===== src/include/axi_define.svh =====
`ifndef AXI_DEFINE_SVH
`define AXI_DEFINE_SVH

// Write channel bus widths

`define AXI_ADDR_BITS 32

`define AXI_DATA_BITS 32

// One strobe bit per data byte
`define AXI_STRB_BITS 4

`define AXI_ID_BITS 4

`define AXI_RESP_BITS 2

`endif


===== src/design/axi_pkg.sv =====
`default_nettype none

`include "axi_define.svh"

package axi_pkg;

  typedef logic [`AXI_ADDR_BITS-1:0] addr_t;
  typedef logic [`AXI_DATA_BITS-1:0] data_t;
  typedef logic [`AXI_STRB_BITS-1:0] strb_t;
  typedef logic [`AXI_ID_BITS-1:0]   id_t;
  typedef logic [`AXI_RESP_BITS-1:0] resp_t;

  // W arbiter state
  typedef enum logic {
    LOCK_FREE,
    LOCK_M1
  } addr_arb_lock_t;

  // Target slave of a burst
  typedef enum logic [1:0] {
    LOCK_NO,
    LOCK_S0,
    LOCK_S1,
    LOCK_S2
  } data_arb_lock_t;

  // Decode uses the two top address bits
  localparam int REGION_MSB = `AXI_ADDR_BITS - 1;
  localparam logic [1:0] REGION_S0 = 2'b00;
  localparam logic [1:0] REGION_S1 = 2'b01;

  function automatic data_arb_lock_t slave_of_addr(input addr_t addr);
    logic [1:0] region;
    region = addr[REGION_MSB -: 2];
    case (region)
      REGION_S0: return LOCK_S0;
      REGION_S1: return LOCK_S1;
      // Upper half of the map
      default:   return LOCK_S2;
    endcase
  endfunction

endpackage

`default_nettype wire


===== src/design/aw_decoder.sv =====
`timescale 1ns/10ps
`default_nettype none

module aw_decoder (
  input  logic                     clk,
  input  logic                     rstn,
  input  axi_pkg::addr_t           awaddr_m1,
  input  logic                     awvalid_m1,
  output logic                     awready_m1,
  input  logic                     write_pending,
  output logic                     awvalid_s0,
  output logic                     awvalid_s1,
  output logic                     awvalid_s2,
  input  logic                     awready_s0,
  input  logic                     awready_s1,
  input  logic                     awready_s2,
  output axi_pkg::data_arb_lock_t  aw_lock
);

  import axi_pkg::*;

  logic aw_open;
  logic awready_sel;

  assign aw_lock = slave_of_addr(awaddr_m1);

  // New address held back while a write is outstanding
  assign aw_open = awvalid_m1 & ~write_pending;

  assign awvalid_s0 = aw_open & (aw_lock == LOCK_S0);
  assign awvalid_s1 = aw_open & (aw_lock == LOCK_S1);
  assign awvalid_s2 = aw_open & (aw_lock == LOCK_S2);

  always_comb begin
    case (aw_lock)
      LOCK_S0: awready_sel = awready_s0;
      LOCK_S1: awready_sel = awready_s1;
      LOCK_S2: awready_sel = awready_s2;
      default: awready_sel = 1'b0;
    endcase
  end

  assign awready_m1 = awready_sel & ~write_pending;

  a_aw_onehot: assert property (
    @(posedge clk) disable iff (!rstn)
    $onehot0({awvalid_s0, awvalid_s1, awvalid_s2})
  ) else $error("awvalid raised on more than one slave");

endmodule

`default_nettype wire


===== src/design/w_router.sv =====
`timescale 1ns/10ps
`default_nettype none

module w_router (
  input  logic            clk,
  input  logic            rstn,
  // Master
  input  axi_pkg::data_t  wdata_m1,
  input  axi_pkg::strb_t  wstrb_m1,
  input  logic            wlast_m1,
  input  logic            wvalid_m1,
  output logic            wready_m1,
  input  logic            awvalid_m1,
  // Slave 0
  output axi_pkg::data_t  wdata_s0,
  output axi_pkg::strb_t  wstrb_s0,
  output logic            wlast_s0,
  output logic            wvalid_s0,
  input  logic            wready_s0,
  input  logic            awvalid_s0,
  input  logic            awready_s0,
  // Slave 1
  output axi_pkg::data_t  wdata_s1,
  output axi_pkg::strb_t  wstrb_s1,
  output logic            wlast_s1,
  output logic            wvalid_s1,
  input  logic            wready_s1,
  input  logic            awvalid_s1,
  input  logic            awready_s1,
  // Slave 2
  output axi_pkg::data_t  wdata_s2,
  output axi_pkg::strb_t  wstrb_s2,
  output logic            wlast_s2,
  output logic            wvalid_s2,
  input  logic            wready_s2,
  input  logic            awvalid_s2,
  input  logic            awready_s2
);

  import axi_pkg::*;

  addr_arb_lock_t addr_arb_lock;
  addr_arb_lock_t addr_arb_lock_next;
  data_arb_lock_t awx_slave_lock;
  data_arb_lock_t awx_slave_lock_r;
  data_arb_lock_t wx_slave_lock;

  logic fast_transaction;
  logic slow_transaction;
  logic wready_from_slave;
  logic aw_handshake;
  logic wlast_handshake;
  logic lock_entry;

  // Live target from the decoded AWVALID levels
  always_comb begin
    case ({awvalid_s0, awvalid_s1, awvalid_s2})
      3'b100:  awx_slave_lock = LOCK_S0;
      3'b010:  awx_slave_lock = LOCK_S1;
      3'b001:  awx_slave_lock = LOCK_S2;
      default: awx_slave_lock = LOCK_NO;
    endcase
  end

  assign aw_handshake = (awvalid_s0 & awready_s0) |
                        (awvalid_s1 & awready_s1) |
                        (awvalid_s2 & awready_s2);

  assign slow_transaction = (addr_arb_lock == LOCK_M1);
  assign fast_transaction = wvalid_m1 & awvalid_m1 & ~slow_transaction;

  // Outside a fast start the registered lock steers the beats
  assign wx_slave_lock = fast_transaction ? awx_slave_lock : awx_slave_lock_r;

  assign wlast_handshake = wvalid_m1 & wready_from_slave & wlast_m1;

  always_ff @(posedge clk, negedge rstn) begin
    if (!rstn) begin
      addr_arb_lock <= LOCK_FREE;
    end else begin
      addr_arb_lock <= addr_arb_lock_next;
    end
  end

  always_comb begin
    case (addr_arb_lock)
      LOCK_FREE: begin
        // Only lock once a real target exists
        if (wvalid_m1 && wx_slave_lock != LOCK_NO && !wlast_handshake) begin
          addr_arb_lock_next = LOCK_M1;
        end else begin
          addr_arb_lock_next = LOCK_FREE;
        end
      end
      LOCK_M1: addr_arb_lock_next = wlast_handshake ? LOCK_FREE : LOCK_M1;
      default: addr_arb_lock_next = LOCK_FREE;
    endcase
  end

  assign lock_entry = !slow_transaction && (addr_arb_lock_next == LOCK_M1);

  // Target kept from lock entry, or from the AW handshake when W lags
  always_ff @(posedge clk, negedge rstn) begin
    if (!rstn) begin
      awx_slave_lock_r <= LOCK_NO;
    end else if (wlast_handshake) begin
      awx_slave_lock_r <= LOCK_NO;
    end else if (lock_entry) begin
      awx_slave_lock_r <= wx_slave_lock;
    end else if (aw_handshake && !slow_transaction) begin
      awx_slave_lock_r <= awx_slave_lock;
    end
  end

  always_comb begin
    wdata_s0  = '0;
    wstrb_s0  = '0;
    wlast_s0  = 1'b0;
    wvalid_s0 = 1'b0;
    wdata_s1  = '0;
    wstrb_s1  = '0;
    wlast_s1  = 1'b0;
    wvalid_s1 = 1'b0;
    wdata_s2  = '0;
    wstrb_s2  = '0;
    wlast_s2  = 1'b0;
    wvalid_s2 = 1'b0;
    case (wx_slave_lock)
      LOCK_S0: begin
        wdata_s0  = wdata_m1;
        wstrb_s0  = wstrb_m1;
        wlast_s0  = wlast_m1;
        wvalid_s0 = wvalid_m1;
      end
      LOCK_S1: begin
        wdata_s1  = wdata_m1;
        wstrb_s1  = wstrb_m1;
        wlast_s1  = wlast_m1;
        wvalid_s1 = wvalid_m1;
      end
      LOCK_S2: begin
        wdata_s2  = wdata_m1;
        wstrb_s2  = wstrb_m1;
        wlast_s2  = wlast_m1;
        wvalid_s2 = wvalid_m1;
      end
      default: ;
    endcase
  end

  always_comb begin
    case (wx_slave_lock)
      LOCK_S0: wready_from_slave = wready_s0;
      LOCK_S1: wready_from_slave = wready_s1;
      LOCK_S2: wready_from_slave = wready_s2;
      default: wready_from_slave = 1'b0;
    endcase
  end

  assign wready_m1 = wready_from_slave;

  a_w_onehot: assert property (
    @(posedge clk) disable iff (!rstn)
    $onehot0({wvalid_s0, wvalid_s1, wvalid_s2})
  ) else $error("wvalid raised on more than one slave");

  // Stalled beat must wait with the same data
  a_w_hold: assert property (
    @(posedge clk) disable iff (!rstn)
    (wvalid_m1 && !wready_m1) |=> (wvalid_m1 && $stable(wdata_m1))
  ) else $error("wdata changed while the beat was stalled");

endmodule

`default_nettype wire


===== src/design/b_return.sv =====
`timescale 1ns/10ps
`default_nettype none

module b_return (
  input  logic                     clk,
  input  logic                     rstn,
  input  axi_pkg::data_arb_lock_t  aw_lock,
  input  logic                     awvalid_m1,
  input  logic                     awready_m1,
  output axi_pkg::id_t             bid_m1,
  output axi_pkg::resp_t           bresp_m1,
  output logic                     bvalid_m1,
  input  logic                     bready_m1,
  input  axi_pkg::id_t             bid_s0,
  input  axi_pkg::resp_t           bresp_s0,
  input  logic                     bvalid_s0,
  output logic                     bready_s0,
  input  axi_pkg::id_t             bid_s1,
  input  axi_pkg::resp_t           bresp_s1,
  input  logic                     bvalid_s1,
  output logic                     bready_s1,
  input  axi_pkg::id_t             bid_s2,
  input  axi_pkg::resp_t           bresp_s2,
  input  logic                     bvalid_s2,
  output logic                     bready_s2,
  output logic                     write_pending
);

  import axi_pkg::*;

  data_arb_lock_t b_lock;
  logic aw_handshake;
  logic b_handshake;

  assign aw_handshake = awvalid_m1 & awready_m1;
  assign b_handshake  = bvalid_m1 & bready_m1;

  always_ff @(posedge clk, negedge rstn) begin
    if (!rstn) begin
      b_lock        <= LOCK_NO;
      write_pending <= 1'b0;
    end else if (b_handshake) begin
      b_lock        <= LOCK_NO;
      write_pending <= 1'b0;
    end else if (aw_handshake) begin
      b_lock        <= aw_lock;
      write_pending <= 1'b1;
    end
  end

  always_comb begin
    bid_m1    = '0;
    bresp_m1  = '0;
    bvalid_m1 = 1'b0;
    case (b_lock)
      LOCK_S0: begin
        bid_m1    = bid_s0;
        bresp_m1  = bresp_s0;
        bvalid_m1 = bvalid_s0;
      end
      LOCK_S1: begin
        bid_m1    = bid_s1;
        bresp_m1  = bresp_s1;
        bvalid_m1 = bvalid_s1;
      end
      LOCK_S2: begin
        bid_m1    = bid_s2;
        bresp_m1  = bresp_s2;
        bvalid_m1 = bvalid_s2;
      end
      default: ;
    endcase
  end

  // Ready only toward the slave that took the write
  assign bready_s0 = bready_m1 & (b_lock == LOCK_S0);
  assign bready_s1 = bready_m1 & (b_lock == LOCK_S1);
  assign bready_s2 = bready_m1 & (b_lock == LOCK_S2);

  a_b_pending: assert property (
    @(posedge clk) disable iff (!rstn)
    bvalid_m1 |-> write_pending
  ) else $error("bvalid reached the master with no write pending");

endmodule

`default_nettype wire


===== src/design/axi_write_xbar.sv =====
`timescale 1ns/10ps
`default_nettype none

module axi_write_xbar (
  input  logic            clk,
  input  logic            rstn,
  // Master port
  input  axi_pkg::addr_t  awaddr_m1,
  input  axi_pkg::id_t    awid_m1,
  input  logic            awvalid_m1,
  output logic            awready_m1,
  input  axi_pkg::data_t  wdata_m1,
  input  axi_pkg::strb_t  wstrb_m1,
  input  logic            wlast_m1,
  input  logic            wvalid_m1,
  output logic            wready_m1,
  output axi_pkg::id_t    bid_m1,
  output axi_pkg::resp_t  bresp_m1,
  output logic            bvalid_m1,
  input  logic            bready_m1,
  // Slave 0
  output axi_pkg::addr_t  awaddr_s0,
  output axi_pkg::id_t    awid_s0,
  output logic            awvalid_s0,
  input  logic            awready_s0,
  output axi_pkg::data_t  wdata_s0,
  output axi_pkg::strb_t  wstrb_s0,
  output logic            wlast_s0,
  output logic            wvalid_s0,
  input  logic            wready_s0,
  input  axi_pkg::id_t    bid_s0,
  input  axi_pkg::resp_t  bresp_s0,
  input  logic            bvalid_s0,
  output logic            bready_s0,
  // Slave 1
  output axi_pkg::addr_t  awaddr_s1,
  output axi_pkg::id_t    awid_s1,
  output logic            awvalid_s1,
  input  logic            awready_s1,
  output axi_pkg::data_t  wdata_s1,
  output axi_pkg::strb_t  wstrb_s1,
  output logic            wlast_s1,
  output logic            wvalid_s1,
  input  logic            wready_s1,
  input  axi_pkg::id_t    bid_s1,
  input  axi_pkg::resp_t  bresp_s1,
  input  logic            bvalid_s1,
  output logic            bready_s1,
  // Slave 2
  output axi_pkg::addr_t  awaddr_s2,
  output axi_pkg::id_t    awid_s2,
  output logic            awvalid_s2,
  input  logic            awready_s2,
  output axi_pkg::data_t  wdata_s2,
  output axi_pkg::strb_t  wstrb_s2,
  output logic            wlast_s2,
  output logic            wvalid_s2,
  input  logic            wready_s2,
  input  axi_pkg::id_t    bid_s2,
  input  axi_pkg::resp_t  bresp_s2,
  input  logic            bvalid_s2,
  output logic            bready_s2
);

  import axi_pkg::*;

  data_arb_lock_t aw_lock;
  logic           write_pending;

  // Address and ID fan out, only AWVALID selects
  assign awaddr_s0 = awaddr_m1;
  assign awaddr_s1 = awaddr_m1;
  assign awaddr_s2 = awaddr_m1;
  assign awid_s0   = awid_m1;
  assign awid_s1   = awid_m1;
  assign awid_s2   = awid_m1;

  aw_decoder u_aw_decoder (.*);

  w_router u_w_router (.*);

  b_return u_b_return (.*);

endmodule

`default_nettype wire


===== config.mk =====
export PLATFORM = sky130hd
export DESIGN_NAME = axi_write_xbar
export DESIGN_NICKNAME = d
export VERILOG_FILES = /design/src/design/axi_pkg.sv /design/src/design/aw_decoder.sv /design/src/design/w_router.sv /design/src/design/b_return.sv /design/src/design/axi_write_xbar.sv
export VERILOG_INCLUDE_DIRS = /design/src /design/src/include
export SDC_FILE = /design/constraint.sdc
export NUM_CORES = 1
export LEC_CHECK = 0
export BUFFER_PORTS_ARGS = -buffer_cell sky130_fd_sc_hd__buf_2
export CAP_MARGIN = 10
export CORE_AREA = 2 2 133 135
export DETAILED_ROUTE_END_ITERATION = 12
export DIE_AREA = 0 0 135 137
export PLACE_DENSITY = 0.4
export SETUP_SLACK_MARGIN = 0.2
export SLEW_MARGIN = 15
export SYNTH_ARGS = -nofsm -noshare
export SYNTH_HDL_FRONTEND = slang
export SYNTH_SLANG_ARGS = --single-unit
export TNS_END_PERCENT = 5

===== constraint.sdc =====
create_clock -name clk -period 2.3 [get_ports clk]
set_input_delay 0 -clock clk [delete_from_list [all_inputs] [get_ports clk]]
set_output_delay 0 -clock clk [all_outputs]
set_load 0.005 [all_outputs]

* Word level (Yosys, flattened, before mapping)
Cells that the tools add are included.
** Storage, ports and cells
- Memories :: 0
- Bits in writable memories :: 0
- Input bits :: 105
- Logic and storage cells :: 78
- ROM bits :: 0
- Latch bits :: 0
- Register bits after elaboration :: 6
** Operators by class
- Eq/ne operators :: 13
- Mux-type cells :: 30
- Bitwise operators :: 21
- $mul :: 0
- Add/subtract/negate cells :: 0
- Reductions and logical operators :: 10
- Divide/modulo/power cells :: 0
- Shifts and indexed selects :: 0
- Order comparisons :: 0
** Operators with widths (number)
- 32-bit 2-to-1 mux :: 3
- 1-bit AND :: 17
- 2-bit equality test, second input constant :: 6
- 2-bit 2-to-1 mux :: 6
- 4-bit 2-to-1 mux :: 3
- 2-bit one-hot mux with 3 select lines :: 2
- 4-bit one-hot mux with 3 select lines :: 1
- 1-bit 2-to-1 mux :: 10
- 1-bit one-hot mux with 3 select lines :: 3
- 2-bit by 1-bit equality test with 1-bit output, second input constant :: 4
- 1-bit logical AND :: 4
- 2-bit one-hot mux with 2 select lines :: 1
- 2-bit nonzero test :: 2
- 3-bit by 1-bit equality test with 1-bit output, second input constant :: 1
- 3-bit by 2-bit equality test with 1-bit output, second input constant :: 1
- 3-bit equality test, second input constant :: 1
- 3-bit nonzero test :: 1
- 1-bit logical NOT :: 2
- 2-bit logical NOT :: 1
- 1-bit NOT :: 2
- 1-bit OR :: 2
- 1-bit one-hot mux with 2 select lines :: 1

* Depth between registers and ports, before layout
Gate-level depths: netlist of the first run.
- Word-level depth :: 18
- Mapped depth :: 6
- Gate-level depth less buffers :: 5

* By module
Synthesis of the first run repeated with hierarchy kept, for this count alone.
** Unflattened totals
- Cells, all modules :: 334
- Area total of the unflattened synthesis :: 2433.6 um^2
** Modules (own cells, without submodules)
- w_router :: seq. area each 75.1 um^2, cells an instance 180, times used 1, area each 1221.2 um^2
- axi_write_xbar :: seq. area each 0.0 um^2, cells an instance 108, times used 1, area each 810.8 um^2
- b_return :: seq. area each 75.1 um^2, cells an instance 36, times used 1, area each 339.1 um^2
- aw_decoder :: seq. area each 0.0 um^2, cells an instance 10, times used 1, area each 62.6 um^2

* Worst setup path before layout of the first run
No wires, ideal clock.
- Path type :: register to register
- Start point :: register u_w_router.awx_slave_lock_r[0]
- End point :: register u_w_router.awx_slave_lock_r[1]
- Arrival time :: 1444 ps
- Buffers on the path :: 0
- Cell stages (with the launch flop) :: 5
- Slack :: 774 ps
- Cell sequence :: dfrtp_1 o311ai_1 a21oi_1 a31o_2 a22oi_2
** Between the ends
- Word-level cells in the longest chain between the ends :: 12
** RTL lines
- start, declared :: line w_router.sv:45 : data_arb_lock_t awx_slave_lock_r;
- start signal, assigned :: line w_router.sv:109 : awx_slave_lock_r <= wx_slave_lock;
- start signal, assigned :: line w_router.sv:111 : awx_slave_lock_r <= awx_slave_lock;
- 2-bit 2-to-1 mux (*) :: line w_router.sv:73 : assign wx_slave_lock = fast_transaction ? awx_slave_lock : awx_slave_lock_r;
- 2-bit equality test or 2-bit by 1-bit equality test with 1-bit output (tied branches) :: line w_router.sv:152 : case (wx_slave_lock)
- 1-bit one-hot mux with 3 select lines :: line w_router.sv:152
- 1-bit AND (2 in series) :: line w_router.sv:75 : assign wlast_handshake = wvalid_m1 & wready_from_slave & wlast_m1;
- 1-bit logical NOT :: line w_router.sv:89 : if (wvalid_m1 && wx_slave_lock != LOCK_NO && !wlast_handshake) begin
- 1-bit logical AND :: line w_router.sv:89
- 1-bit 2-to-1 mux :: line w_router.sv:89
- 1-bit one-hot mux with 2 select lines :: line w_router.sv:86 : case (addr_arb_lock)
- 1-bit logical AND :: line w_router.sv:100 : assign lock_entry = !slow_transaction && (addr_arb_lock_next == LOCK_M1);
- 2-bit 2-to-1 mux :: line w_router.sv:108 : end else if (lock_entry) begin
- 2-bit 2-to-1 mux :: line w_router.sv:106 : end else if (wlast_handshake) begin
Every way passes the cells marked *; elsewhere a longest branch is shown, timed or not.
A chain may end at the register's enable or synchronous reset.

* Worst setup path in the final report of the first run
- Start point :: register u_w_router.addr_arb_lock
- End point :: output wdata_s2[30]
** Between the ends
- Word-level cells in the longest chain between the ends :: 5
** RTL lines
- start, declared :: line w_router.sv:42 : addr_arb_lock_t addr_arb_lock;
- start signal, assigned :: line w_router.sv:81 : addr_arb_lock <= addr_arb_lock_next;
- 1-bit NOT :: line w_router.sv:70 : assign fast_transaction = wvalid_m1 & awvalid_m1 & ~slow_transaction;
- 1-bit AND :: line w_router.sv:70
- 2-bit 2-to-1 mux :: line w_router.sv:73
- 2-bit equality test :: line w_router.sv:128 : case (wx_slave_lock)
- 32-bit 2-to-1 mux :: line w_router.sv:128
- end, declared :: line axi_write_xbar.sv:54 : output axi_pkg::data_t wdata_s2,
No other way between the ends.

==> summary.md, run 1 <==
| Metric | Value |
|---|---|
| Post-route clock skew | `between 0.8 and 0.9 ps` |
| Critical path depth in cells | `5` |
| Global-route wire length before repair | `between 10,000 and 15,000 um` |
| Placed cell count | `631` |
| Seq/Total Area, Yosys | `around 6.6%` |
| Buffer count from post-CTS setup fixing | `0` |
| Clock tree buffer depth | `2` |
| Flop pwr share | `around an eighth` |
| CP Launch Type | `flop` |
| Peak supply drop | `roughly 0.32 mV` |
| Critical path, cell by cell | `nand3b_1 > mux2_2 > buf_6 > and2_1 > buf_2` |
| Starting Density | `a little over an eighth` |
| Total core area | `between 15,000 and 20,000 um2` |
| Largest net degree at the start of global routing | `39` |
| Total Routing Usage GR | `slightly below 8%` |
| Crit path max-delay family | `simple AND/OR/NAND/NOR gates` |
| Yosys top cell area share | `a little over a third` |
| Power density over the cells | `718 nW/um2` |
| Die area | `around 18,000 um2` |
| Gate Count Post-Synth | `~320` |
| Worst slew pin tran | `approximately 480 ps` |
| Syn nets | `421` |
| Final hold viol count | `0` |
| Routed vias/inst | `around 3.4` |
| Layout Cells excl Fill | `637` |
| Critical Path AT | `between 1500 and 2000 ps` |
| Drt total wl | `between 8000 and 9000 um` |
| CP required | `between 2000 and 2500 ps` |
| Final min period | `1900 ps` |
| Clk sinks | `6` |
| DIE WIDTH | `between 100 and 150 um` |
| Top FF cell, synth | `dfrtp_1` |
| Yosys reg bits | `6` |
| Row count | `48` |
| Slowest CP cell | `dfrtp_1` |
| Area post-placement | `about 2800 um2` |
| Synth warnings | `0` |
| Achievable Freq | `0.527 GHz` |
| Share of layout cells above drive strength 1 | `56.6%` |
| Clk pwr share | `between 10% and 20%` |
| Vias in the first global route | `just under 2,000` |
| Die height | `137 um` |
| Synth area leaders | `buf_4 (36%), nor2b_1 (22%), and2_1 (11%)` |
| Unrepaired setup endpoints after global routing | `false` |
| Max-cap violations | `0` |
| Sw Share | `roughly 44%` |
| TritonCTS Buffers | `3` |
| GRT overflow | `0` |
| DRT iter0 DRCs | `39` |
| Clk slew on worst S/H paths | `around 30 ps` |
| Yosys top cell by area | `buf_4` |
| Routed len/inst | `~13 um` |
| IO buf count | `approximately 210` |
| Top Ports | `approximately 340` |
| Worst-skew pair later-pin latency | `around 230 ps` |
| Clock Root Buffer | `clkbuf_16` |
| Synthesized area per cell | `around 7.2 um2` |
| CP peak stage delay | `approximately 420 ps` |
| Residual DRC count | `0` |
| Initial antenna violation count | `2` |
| Buffers and inverters on the worst path | `2` |
| Internal | `1.15 mW` |
| Post-route ant nets | `0` |
| Top cells by count, synth | `buf_4 (108), nor2b_1 (79), and2_1 (40), nor2_1 (11), mux2_2 (9)` |
| Max Slew Vio Count | `0` |
| DP Wirelength | `approximately 7100 um` |
| Fraction of registers with async set/reset | `100%` |
| Nets@finish | `between 500 and 600` |
| Max FO, Critical Path | `38` |
| Final setup fails | `0` |
| P_leak | `1.61 nW` |
| First-pass DRT Iterations | `4` |
| Synthesis-to-layout area growth | `26.9%` |
| GP Congestion | `slightly above 0.7` |
| R2R depth | `5` |
| Crit. End Element | `primary output` |
| CTS tree | `built` |
| Setup TNS | `0 ps` |
| Worst hold stages | `0` |
| Tightest Hold Check Type | `input pin to primary output` |
| Comb pwr share | `roughly three quarters` |
| Worst slew margin | `68.2%` |
| Status | `completed` |
| H-tree Lvls | `1` |
| Post-synth EDFFs | `0` |
| Top-count cell post-synth | `buf_4` |
| Cell area after synthesis | `between 2000 and 2500 um2` |
| Setup Crit Path Kind | `flop to primary output` |
| NetSw | `approximately 920 uW` |
| Final Cycle Share | `a little over 80%` |
| Vias | `approximately 2,200` |
| Cell variety after synth | `34` |
| Final Instance Area | `roughly 2900 um2` |
-- logic make-up (layout without fill, tap and decap cells) --
kind of cell	after synthesis	in the layout	share of synthesized area (%)
simple gates	147	147	40.1
other cells	0	2	0
compound gates	22	22	7.80
buf+inv	128	222	39.3
flops	6	6	6.59
mux	13	13	6.21
-- repair_timing --
action,CTS,global route
gates resized for setup,0,1
hold endpoints to repair,6,0
setup endpoints to repair,0,1
hold buffers,1,0
-- layout by cell type (no fill, tap or decap), types with 2 or more instances in the layout --
cell type / count
mux2i_1: 2
a21oi_1: 3
dfrtp_1: 6
a22o_1: 7
inv_1: 4
nand3b_1: 3
nand2_1: 2
nor2_1: 11
clkbuf_16: 3
nand2b_1: 4
mux2i_4: 2
buf_2: 205
nor2b_1: 79
buf_4: 8
nor3b_1: 2
mux2_2: 9
and2_1: 40
diode_2: 2
and3b_1: 2
-- sequential cells by signal, indices dropped and copies added, names as in the netlist --
register,count
u_b_return.b_lock,2
u_b_return.write_pending,1
u_w_router.addr_arb_lock,1
u_w_router.awx_slave_lock_r,2
-- worst paths after layout --
kind                                                     from                                          to  slack, ps
max                        u_w_router.addr_arb_lock$_DFF_PN0_                                wdata_s2[30]        400
min                                                awid_m1[2]                                  awid_s2[2]      0.003
max reg2reg                u_w_router.addr_arb_lock$_DFF_PN0_  u_w_router.awx_slave_lock_r[1]$_DFFE_PN0P_        570
min reg2reg                u_w_router.addr_arb_lock$_DFF_PN0_          u_w_router.addr_arb_lock$_DFF_PN0_        640
max in group asynchronous                                rstn            u_b_return.b_lock[0]$_DFFE_PN0P_       2000
min in group asynchronous                                rstn  u_w_router.awx_slave_lock_r[1]$_DFFE_PN0P_        150
-- layer usage --
metal  routed length [um]  vias up  GRT usage, %
met2                 4440      125          15.0
met5                    0        -             0
met1                 2870      917          7.68
li1                     -     1085             -
met4                  254        0          3.88
met3                  842       36          2.22
-- worst reg2reg max path, stage by stage, from the launching register on --
cell	delay, ps
dfrtp_1	420
nand3b_1	350
mux2_2	380
a2bb2oi_1	210
nand2_1	130
a22oi_2	150
-- per-stage QoR --
stage                     setup slack (ps)  hold WS, ps  power, mW  utilization, %
after floorplan                        774         -296       1.19               -
after global placement                 540         -155       1.85            16.4
after detailed placement               555         -155       1.83            16.4
after CTS                              306       0.0726       2.12            16.9
after global routing                   278       0.0164       2.28            16.9
final                                  402      0.00297       2.07            16.9
-- power groups by stage --
stage | Clock (mW) | Combinational (mW) | Sequential, mW
floorplan | 0 | 0.983 | 0.207
global placement | 0 | 1.60 | 0.253
detailed placement | 0 | 1.57 | 0.254
CTS | 0.287 | 1.58 | 0.253
global route | 0.293 | 1.73 | 0.262
finish | 0.279 | 1.55 | 0.248
-- final cells by class --
type	instances	area (um2)
repair buffers	215	1110
clock buffers	3	75.1
well taps	225	282
flip-flops and latches	6	150
fillers	1985	14200
multi-input cells	182	1260
diodes	2	5.00
inverters	4	15.0
No activity file was read; power rests on OpenSTA's default activity.
==> run 2: changes to the inputs <==
--- a/config.mk
+++ b/config.mk
@@ -6,12 +6,13 @@
 export SDC_FILE = /design/constraint.sdc
 export NUM_CORES = 1
 export LEC_CHECK = 0
+export ABC_AREA = 1
 export BUFFER_PORTS_ARGS = -buffer_cell sky130_fd_sc_hd__buf_2
 export CAP_MARGIN = 10
-export CORE_AREA = 2 2 133 135
+export CORE_AREA = 2 2 131 133
 export DETAILED_ROUTE_END_ITERATION = 12
-export DIE_AREA = 0 0 135 137
-export PLACE_DENSITY = 0.4
+export DIE_AREA = 0 0 133 135
+export PLACE_DENSITY = 0.42
 export SETUP_SLACK_MARGIN = 0.2
 export SLEW_MARGIN = 15
 export SYNTH_ARGS = -nofsm -noshare
==> constraint.sdc (replaced) <==
create_clock -name clk -period 1.6 [get_ports clk]
set_input_delay 0 -clock clk [delete_from_list [all_inputs] [get_ports clk]]
set_output_delay 0 -clock clk [all_outputs]
set_load 0.005 [all_outputs]
==> summary.md, run 2 <==
| Metric | Value |
|---|---|
| Status | `completed` |
| Worst setup path endpoint | `wready_m1` |
| Total core area | `16,400 um2 (-3.8%)` |
| Synthesized area per cell | `5.49 um2 (-24%)` |
| Initial antenna violation count | `0 (-2)` |
| Yosys reg bits | `6 (unchanged)` |
| Post-synth EDFFs | `0 (unchanged)` |
| P_leak | `2.03 nW (+26%)` |
| GP Congestion | `0.790 (+12%)` |
| Achievable Freq | `about 0.63 GHz` |
| Post-route clock skew | `2.64 ps (+1.75 ps)` |
| Seq/Total Area, Yosys | `6.90% (+0.31 points)` |
| Starting Density | `13.3% (-0.097 points)` |
| Max FO, Critical Path | `5 (-87%)` |
| Die height | `135 um (-1.5%)` |
| Top Ports | `342 (unchanged)` |
| Routed vias/inst | `3.50 (+3.0%)` |
| Tightest Hold Check Type | `input pin to primary output` |
| Synth area leaders | `buf_4 (37%), nor2_1 (21%), inv_1 (9.5%)` |
| DRT iter0 DRCs | `59 (+51%)` |
| Synthesis-to-layout area growth | `40.9%` |
| Fraction of registers with async set/reset | `100% (unchanged)` |
| Top cells by count, synth | `nor2_1 (119), buf_4 (108), inv_1 (55), nand2_1 (46), nand3_1 (25)` |
| CP Launch Type | `flop` |
| Worst-skew pair later-pin latency | `240 ps (about the same)` |
| Max Slew Vio Count | `0 (unchanged)` |
| Worst slew margin | `80.4% (+12 points)` |
| GRT overflow | `0 (unchanged)` |
| Top-count cell post-synth | `nor2_1` |
| Hold slack final | `0.00453 ps (+0.00155 ps)` |
| Residual DRC count | `0 (unchanged)` |
| Crit path from | `u_b_return.write_pending$_DFFE_PN0P_` |
| N_diodes | `0 (-2)` |
| Cell area after synthesis | `2170 um2 (-4.5%)` |
| Worst r2r dst | `u_w_router.awx_slave_lock_r[1]$_DFFE_PN0P_` |
| Worst slack, placed | `64.9 ps (-490 ps)` |
| Die area | `18,000 um2 (-2.9%)` |
| TritonCTS Buffers | `3 (unchanged)` |
| Final Cycle Share | `~99%` |
| Vias in the first global route | `2,389 (+20%)` |
| Commonest cells after routing, fill and taps aside | `buf_2 (203), nor2_1 (86), inv_1 (53), nand2_1 (36), nor2_2 (30)` |
| H-tree Lvls | `1 (unchanged)` |
| Worst slew pin tran | `293 ps (-182 ps)` |
| Clock tree buffer depth | `2 (unchanged)` |
| Final setup margin | `12.9 ps (-389 ps)` |
| Max-cap violations | `0 (unchanged)` |
| Top FF cell, synth | `dfrtp_1` |
| Total Routing Usage GR | `9.21% (+1.4 points)` |
| Drt total wl | `9210 um (+9.6%)` |
| Routed len/inst | `12.8 um (-2.8%)` |
| Setup TNS | `0 ps (unchanged)` |
| Clk sinks | `6 (unchanged)` |
| Most common cell after layout, fill and taps aside | `buf_2` |
| DIE WIDTH | `133 um (-1.5%)` |
| Yosys top cell area share | `37.3% (+1.7 points)` |
| Final hold viol count | `0 (unchanged)` |
| Final setup fails | `0 (unchanged)` |
| Gate Count Post-Synth | `396 (+25%)` |
| Clk slew on worst S/H paths | `40 ps (about the same)` |
| CTS tree | `built` |
| DP Wirelength | `7510 um (+5.6%)` |
| Syn nets | `501 (+19%)` |
| Critical Path AT | `1590 ps (-310 ps)` |
| Clock Root Buffer | `clkbuf_16` |
| First-pass DRT Iterations | `4 (unchanged)` |
| CP required | `1600 ps (-700 ps)` |
| R2R depth | `12 (+7)` |
| R2r startpoint | `u_b_return.write_pending$_DFFE_PN0P_` |
| Row count | `47 (-2.1%)` |
| Power density over the cells | `1200 nW/um2 (+67%)` |
| Largest registers | `u_b_return.b_lock (2), u_w_router.awx_slave_lock_r (2)` |
| Largest net degree at the start of global routing | `27 (-31%)` |
| Setup Crit Path Kind | `flop to primary output` |
| IO buf count | `205 (unchanged)` |
| Vias | `2,510 (+16%)` |
| Reg2Reg Setup Slack | `40 ps (-530 ps)` |
| Crit. End Element | `primary output` |
| Post-route ant nets | `0 (unchanged)` |
| Yosys top cell by area | `buf_4` |
| Filler instances | `1,923 (-3.1%)` |
| Final min period | `1590 ps` |
| Unrepaired setup endpoints after global routing | `true` |
| Share of layout cells above drive strength 1 | `58.2% (+1.6 points)` |
| Cell variety after synth | `21 (-38%)` |
| Synth warnings | `0 (unchanged)` |
| Global-route wire length before repair | `13,000 um (+15%)` |
| Peak supply drop | `0.812 mV (+150%)` |
| Nets@finish | `604 (+17%)` |
==> run 2: cell types whose count changed after synthesis, moves of 4 or more <==
cell,previous run,this run
a22o_1,7,0
and2_1,40,0
buf_6,0,4
clkbuf_1,8,3
inv_1,4,55
mux2_2,9,0
mux2i_1,4,0
nand2_1,2,46
nand2_2,0,6
nand2b_1,4,0
nand3_1,1,25
nor2_1,11,119
nor2b_1,79,0
==> run 2: cell families (layout without fill, tap and decap cells) <==
logic type | after synthesis | count (layout) | share of synthesized area [%]
AND/OR/NAND/NOR | 207 | 207 | 40.7
AO/OA/AOI/OAI | 4 | 4 | 1.09
buffers and inverters | 179 | 281 | 51.3
flip-flops | 6 | 6 | 6.90
==> run 2: timing repair <==
item                                    4_1_cts  5_1_grt
setup buffers                                 3        1
hold buffers                                  1        0
pin swaps                                     1       16
gates resized for setup                       8       63
endpoints found under the setup margin      118      127
hold endpoints to repair                      6        0
==> run 2: per-layer routing <==
metal,global-route usage [%],share of wire [%],up-vias
met5,0,0,-
met4,4.72,3.8,0
met3,4.80,12,32
met2,14.9,46,160
met1,9.82,38,1065
li1,-,-,1253
==> run 2: report_power, final <==
part	internal (mW)	leakage, nW	switching, mW
Combinational	1.26	1.92	1.64
Clock	0.332	0.0382	0.106
Sequential	0.233	0.0717	0.105
==> run 2: worst min path at each step <==
stage | end | depth (start not counted) | from | slack [ps]
6_report | awaddr_s2[5] | 0 | awaddr_m1[5] | 0.005
4_1_cts | awaddr_s1[12] | 0 | awaddr_m1[12] | 0.07
2_1_floorplan | u_b_return.b_lock[0]$_DFFE_PN0P_ | 0 | rstn | -300
5_1_grt | awid_s2[1] | 0 | awid_m1[1] | 0.02
3_3_place_gp | u_w_router.awx_slave_lock_r[1]$_DFFE_PN0P_ | 1 | rstn | -160
3_5_place_dp | u_w_router.awx_slave_lock_r[1]$_DFFE_PN0P_ | 1 | rstn | -160
==> run 2: metrics by stage <==
step / area (um2) / std cells / utilization (%) / power [mW]
global route: 3060 / 718 / 18.7 / 4.03
floorplan: 2180 / 396 / - / 1.83
global placement: 2720 / 709 / 16.5 / 2.93
CTS: 2860 / 717 / 17.4 / 3.45
detailed placement: 2720 / 709 / 16.5 / 2.90
finish: 3060 / 718 / 18.7 / 3.68
==> run 2: layout make-up <==
class	instances	area [um2]	share of cell area, %
repair buffers	219	1220	39.7
flip-flops and latches	6	154	5.02
multi-input cells	211	1120	36.5
clock buffers	4	78.8	2.57
well taps	220	275	8.99
inverters	58	220	7.19
==> run 2: critical path: stages, from the launching register on <==
cell and delay [ps]:
dfrtp_2 430, nor2_8 140, nand2_2 90, nand2_2 90, nand2_4 80, nand2_1 80, nand3_2 100, and2_2 200
buf_2 120
==> run 3: changes to the inputs <==
--- a/config.mk
+++ b/config.mk
@@ -10,6 +10,7 @@
 export BUFFER_PORTS_ARGS = -buffer_cell sky130_fd_sc_hd__buf_2
 export CAP_MARGIN = 10
 export CORE_AREA = 2 2 131 133
+export CTS_BUF_LIST = sky130_fd_sc_hd__clkbuf_8
 export DETAILED_ROUTE_END_ITERATION = 12
 export DIE_AREA = 0 0 133 135
 export PLACE_DENSITY = 0.42
==> summary.md, run 3 (synthesis results as in run 2) <==
| Metric | Value |
|---|---|
| N_diodes | `0 (unchanged)` |
| Initial antenna violation count | `0 (unchanged)` |
| Max FO, Critical Path | `5 (unchanged)` |
| Setup TNS | `0 ps (unchanged)` |
| Routed len/inst | `12.8 um (about the same)` |
| Post-route ant nets | `0 (unchanged)` |
| Final Power | `3.39 mW (-7.8%)` |
| Max-cap violations | `0 (unchanged)` |
| CTS tree | `built` |
| Worst-skew pair later-pin latency | `230 ps (about the same)` |
| Global-route wire length before repair | `13,100 um (+0.74%)` |
| Drt total wl | `9210 um (about the same)` |
| Largest registers | `u_b_return.b_lock (2), u_w_router.awx_slave_lock_r (2)` |
| First-pass DRT Iterations | `4 (unchanged)` |
| Total Routing Usage GR | `9.17% (-0.048 points)` |
| DP Wirelength | `7510 um (unchanged)` |
| Crit. End Element | `primary output` |
| NetSw | `1.76 mW (-5.0%)` |
| CP required | `1600 ps (about the same)` |
| Status | `completed` |
| Achievable Freq | `0.630 GHz (about the same)` |
| Final min period | `1590 ps (+0.0801 ps)` |
| GP Congestion | `0.790 (unchanged)` |
| Power density over the cells | `1150 nW/um2 (-4.2%)` |
| Nets@finish | `604 (unchanged)` |
| GRT overflow | `0 (unchanged)` |
| Core Util, Final | `18.0% (-0.70 points)` |
| Worst slew margin | `81.7% (+1.2 points)` |
| Setup Crit Path Kind | `flop to primary output` |
| Largest net degree at the start of global routing | `27 (unchanged)` |
| Post-route clock skew | `3.94 ps (+1.30 ps)` |
| Unrepaired setup endpoints after global routing | `true` |
| DRT iter0 DRCs | `87 (+47%)` |
| Layout Cells excl Fill | `718 (unchanged)` |
| Vias | `2,524 (+0.56%)` |
| H-tree Lvls | `1 (unchanged)` |
| Residual DRC count | `0 (unchanged)` |
| Die area | `18,000 um2 (unchanged)` |
| Starting Density | `13.3% (unchanged)` |
| Vias in the first global route | `2,399 (+0.42%)` |
| Total core area | `16,400 um2 (unchanged)` |
| P_leak | `2.03 nW (-0.14%)` |
| Routed vias/inst | `3.52 (+0.56%)` |
| Final hold viol count | `0 (unchanged)` |
| Clock tree buffer depth | `2 (unchanged)` |
| Row count | `47 (unchanged)` |
| Clk sinks | `6 (unchanged)` |
| Worst slew pin tran | `274 ps (-19.1 ps)` |
| Commonest cells after routing, fill and taps aside | `buf_2 (203), nor2_1 (111), inv_1 (55), nand2_1 (36), nand3_1 (22)` |
| Top Ports | `342 (unchanged)` |
| TritonCTS Buffers | `3 (unchanged)` |
| Clk slew on worst S/H paths | `40 ps (about the same)` |
| Die height | `135 um (unchanged)` |
| Final Cycle Share | `99.2% (about the same)` |
| Tightest Hold Check Type | `input pin to primary output` |
| CP Launch Type | `flop` |
| IO buf count | `205 (unchanged)` |
| Final setup fails | `0 (unchanged)` |
| DIE WIDTH | `133 um (unchanged)` |
| Most common cell after layout, fill and taps aside | `buf_2` |
| Comb pwr share | `82.9% (+4.0 points)` |
| Max Slew Vio Count | `0 (unchanged)` |
| Clk pwr share | `7.1% (-4.8 points)` |
| Clock Root Buffer | `clkbuf_8` |
| Flop pwr share | `10.0% (+0.8 points)` |
| Share of layout cells above drive strength 1 | `53.0% (-5.2 points)` |
| Internal | `1.63 mW (-11%)` |
| Sw Share | `52.0% (+1.5 points)` |
| Critical Path AT | `1590 ps (about the same)` |
| Synthesis-to-layout area growth | `35.6%` |
| Placed cell count | `709 (unchanged)` |
| Peak supply drop | `0.597 mV (-26%)` |
[run 3: cell count changes in the layout (fill, tap and decap cells not counted)]
cell and delta:
buf_4 +1, clkbuf_8 +3, inv_2 -1, clkbuf_1 -1
nor2_1 +25, buf_6 -1, inv_1 +2, nor2_4 -3
nor2_2 -22, clkbuf_16 -3
[run 3: worst paths after layout]
check / from / to / slack, ps / cells past startpoint
max in group asynchronous: rstn / u_w_router.addr_arb_lock$_DFF_PN0_ / 1300 / 2
setup reg to reg: u_b_return.write_pending$_DFFE_PN0P_ / u_w_router.awx_slave_lock_r[1]$_DFFE_PN0P_ / 30 / 12
setup / recovery: u_b_return.write_pending$_DFFE_PN0P_ / wready_m1 / 10 / 8
hold reg to reg: u_w_router.awx_slave_lock_r[1]$_DFFE_PN0P_ / u_w_router.awx_slave_lock_r[1]$_DFFE_PN0P_ / 540 / 2
hold / removal: awaddr_m1[5] / awaddr_s2[5] / 0.005 / 0
min in group asynchronous: rstn / u_b_return.b_lock[0]$_DFFE_PN0P_ / 130 / 2
[run 3: critical path, stage by stage, from the launching register on]
cell     delay [ps]
dfrtp_2         440
nor2_8          150
nand2_2          90
nand2_2          90
nand2_4          80
nand2_1          80
nand3_2         100
and2_2          200
buf_2           130
[run 3: layout make-up]
cell class	count	area [um2]
clock buffers	3	41.3
clock inverters	1	3.75
fillers	1934	13500
inverters	58	220
multi-input cells	211	1040
flip-flops and latches	6	154
well taps	220	275
repair buffers	219	1210
[run 3: through the flow]
| step | setup slack, ps | instance area [um2] | hold WS (ps) |
|---|---|---|---|
| 5_1_grt | -71.1 | 2950 | 0.0187 |
| 6_report | 12.8 | 2950 | 0.00452 |
| 4_1_cts | 7.74 | 2820 | 0.0668 |
| 3_3_place_gp | 68.1 | 2720 | -157 |
| 2_1_floorplan | 208 | 2180 | -296 |
| 3_5_place_dp | 64.9 | 2720 | -156 |
[run 3: power groups by stage]
stage	clock, mW	combinational [mW]	sequential [mW]
global placement	0	2.60	0.331
detailed placement	0	2.57	0.329
CTS	0.252	2.69	0.320
floorplan	0	1.54	0.292
global route	0.263	3.14	0.349
finish	0.242	2.81	0.339
[run 3: metal layers]
metal	vias to the layer above	track usage, %	wire (um)
met3	29	4.92	1280
met2	164	15.4	4310
met1	1077	9.80	3370
li1	1254	-	-
met4	0	3.29	257
met5	-	0	0
[run 3: repair_timing]
item                                    CTS  global route
hold buffers                              1             0
endpoints found under the setup margin  118           126
resized for setup                         8            33
pin swaps                                 1             8
buffers inserted                          3             1
endpoints found under the hold margin     6             0
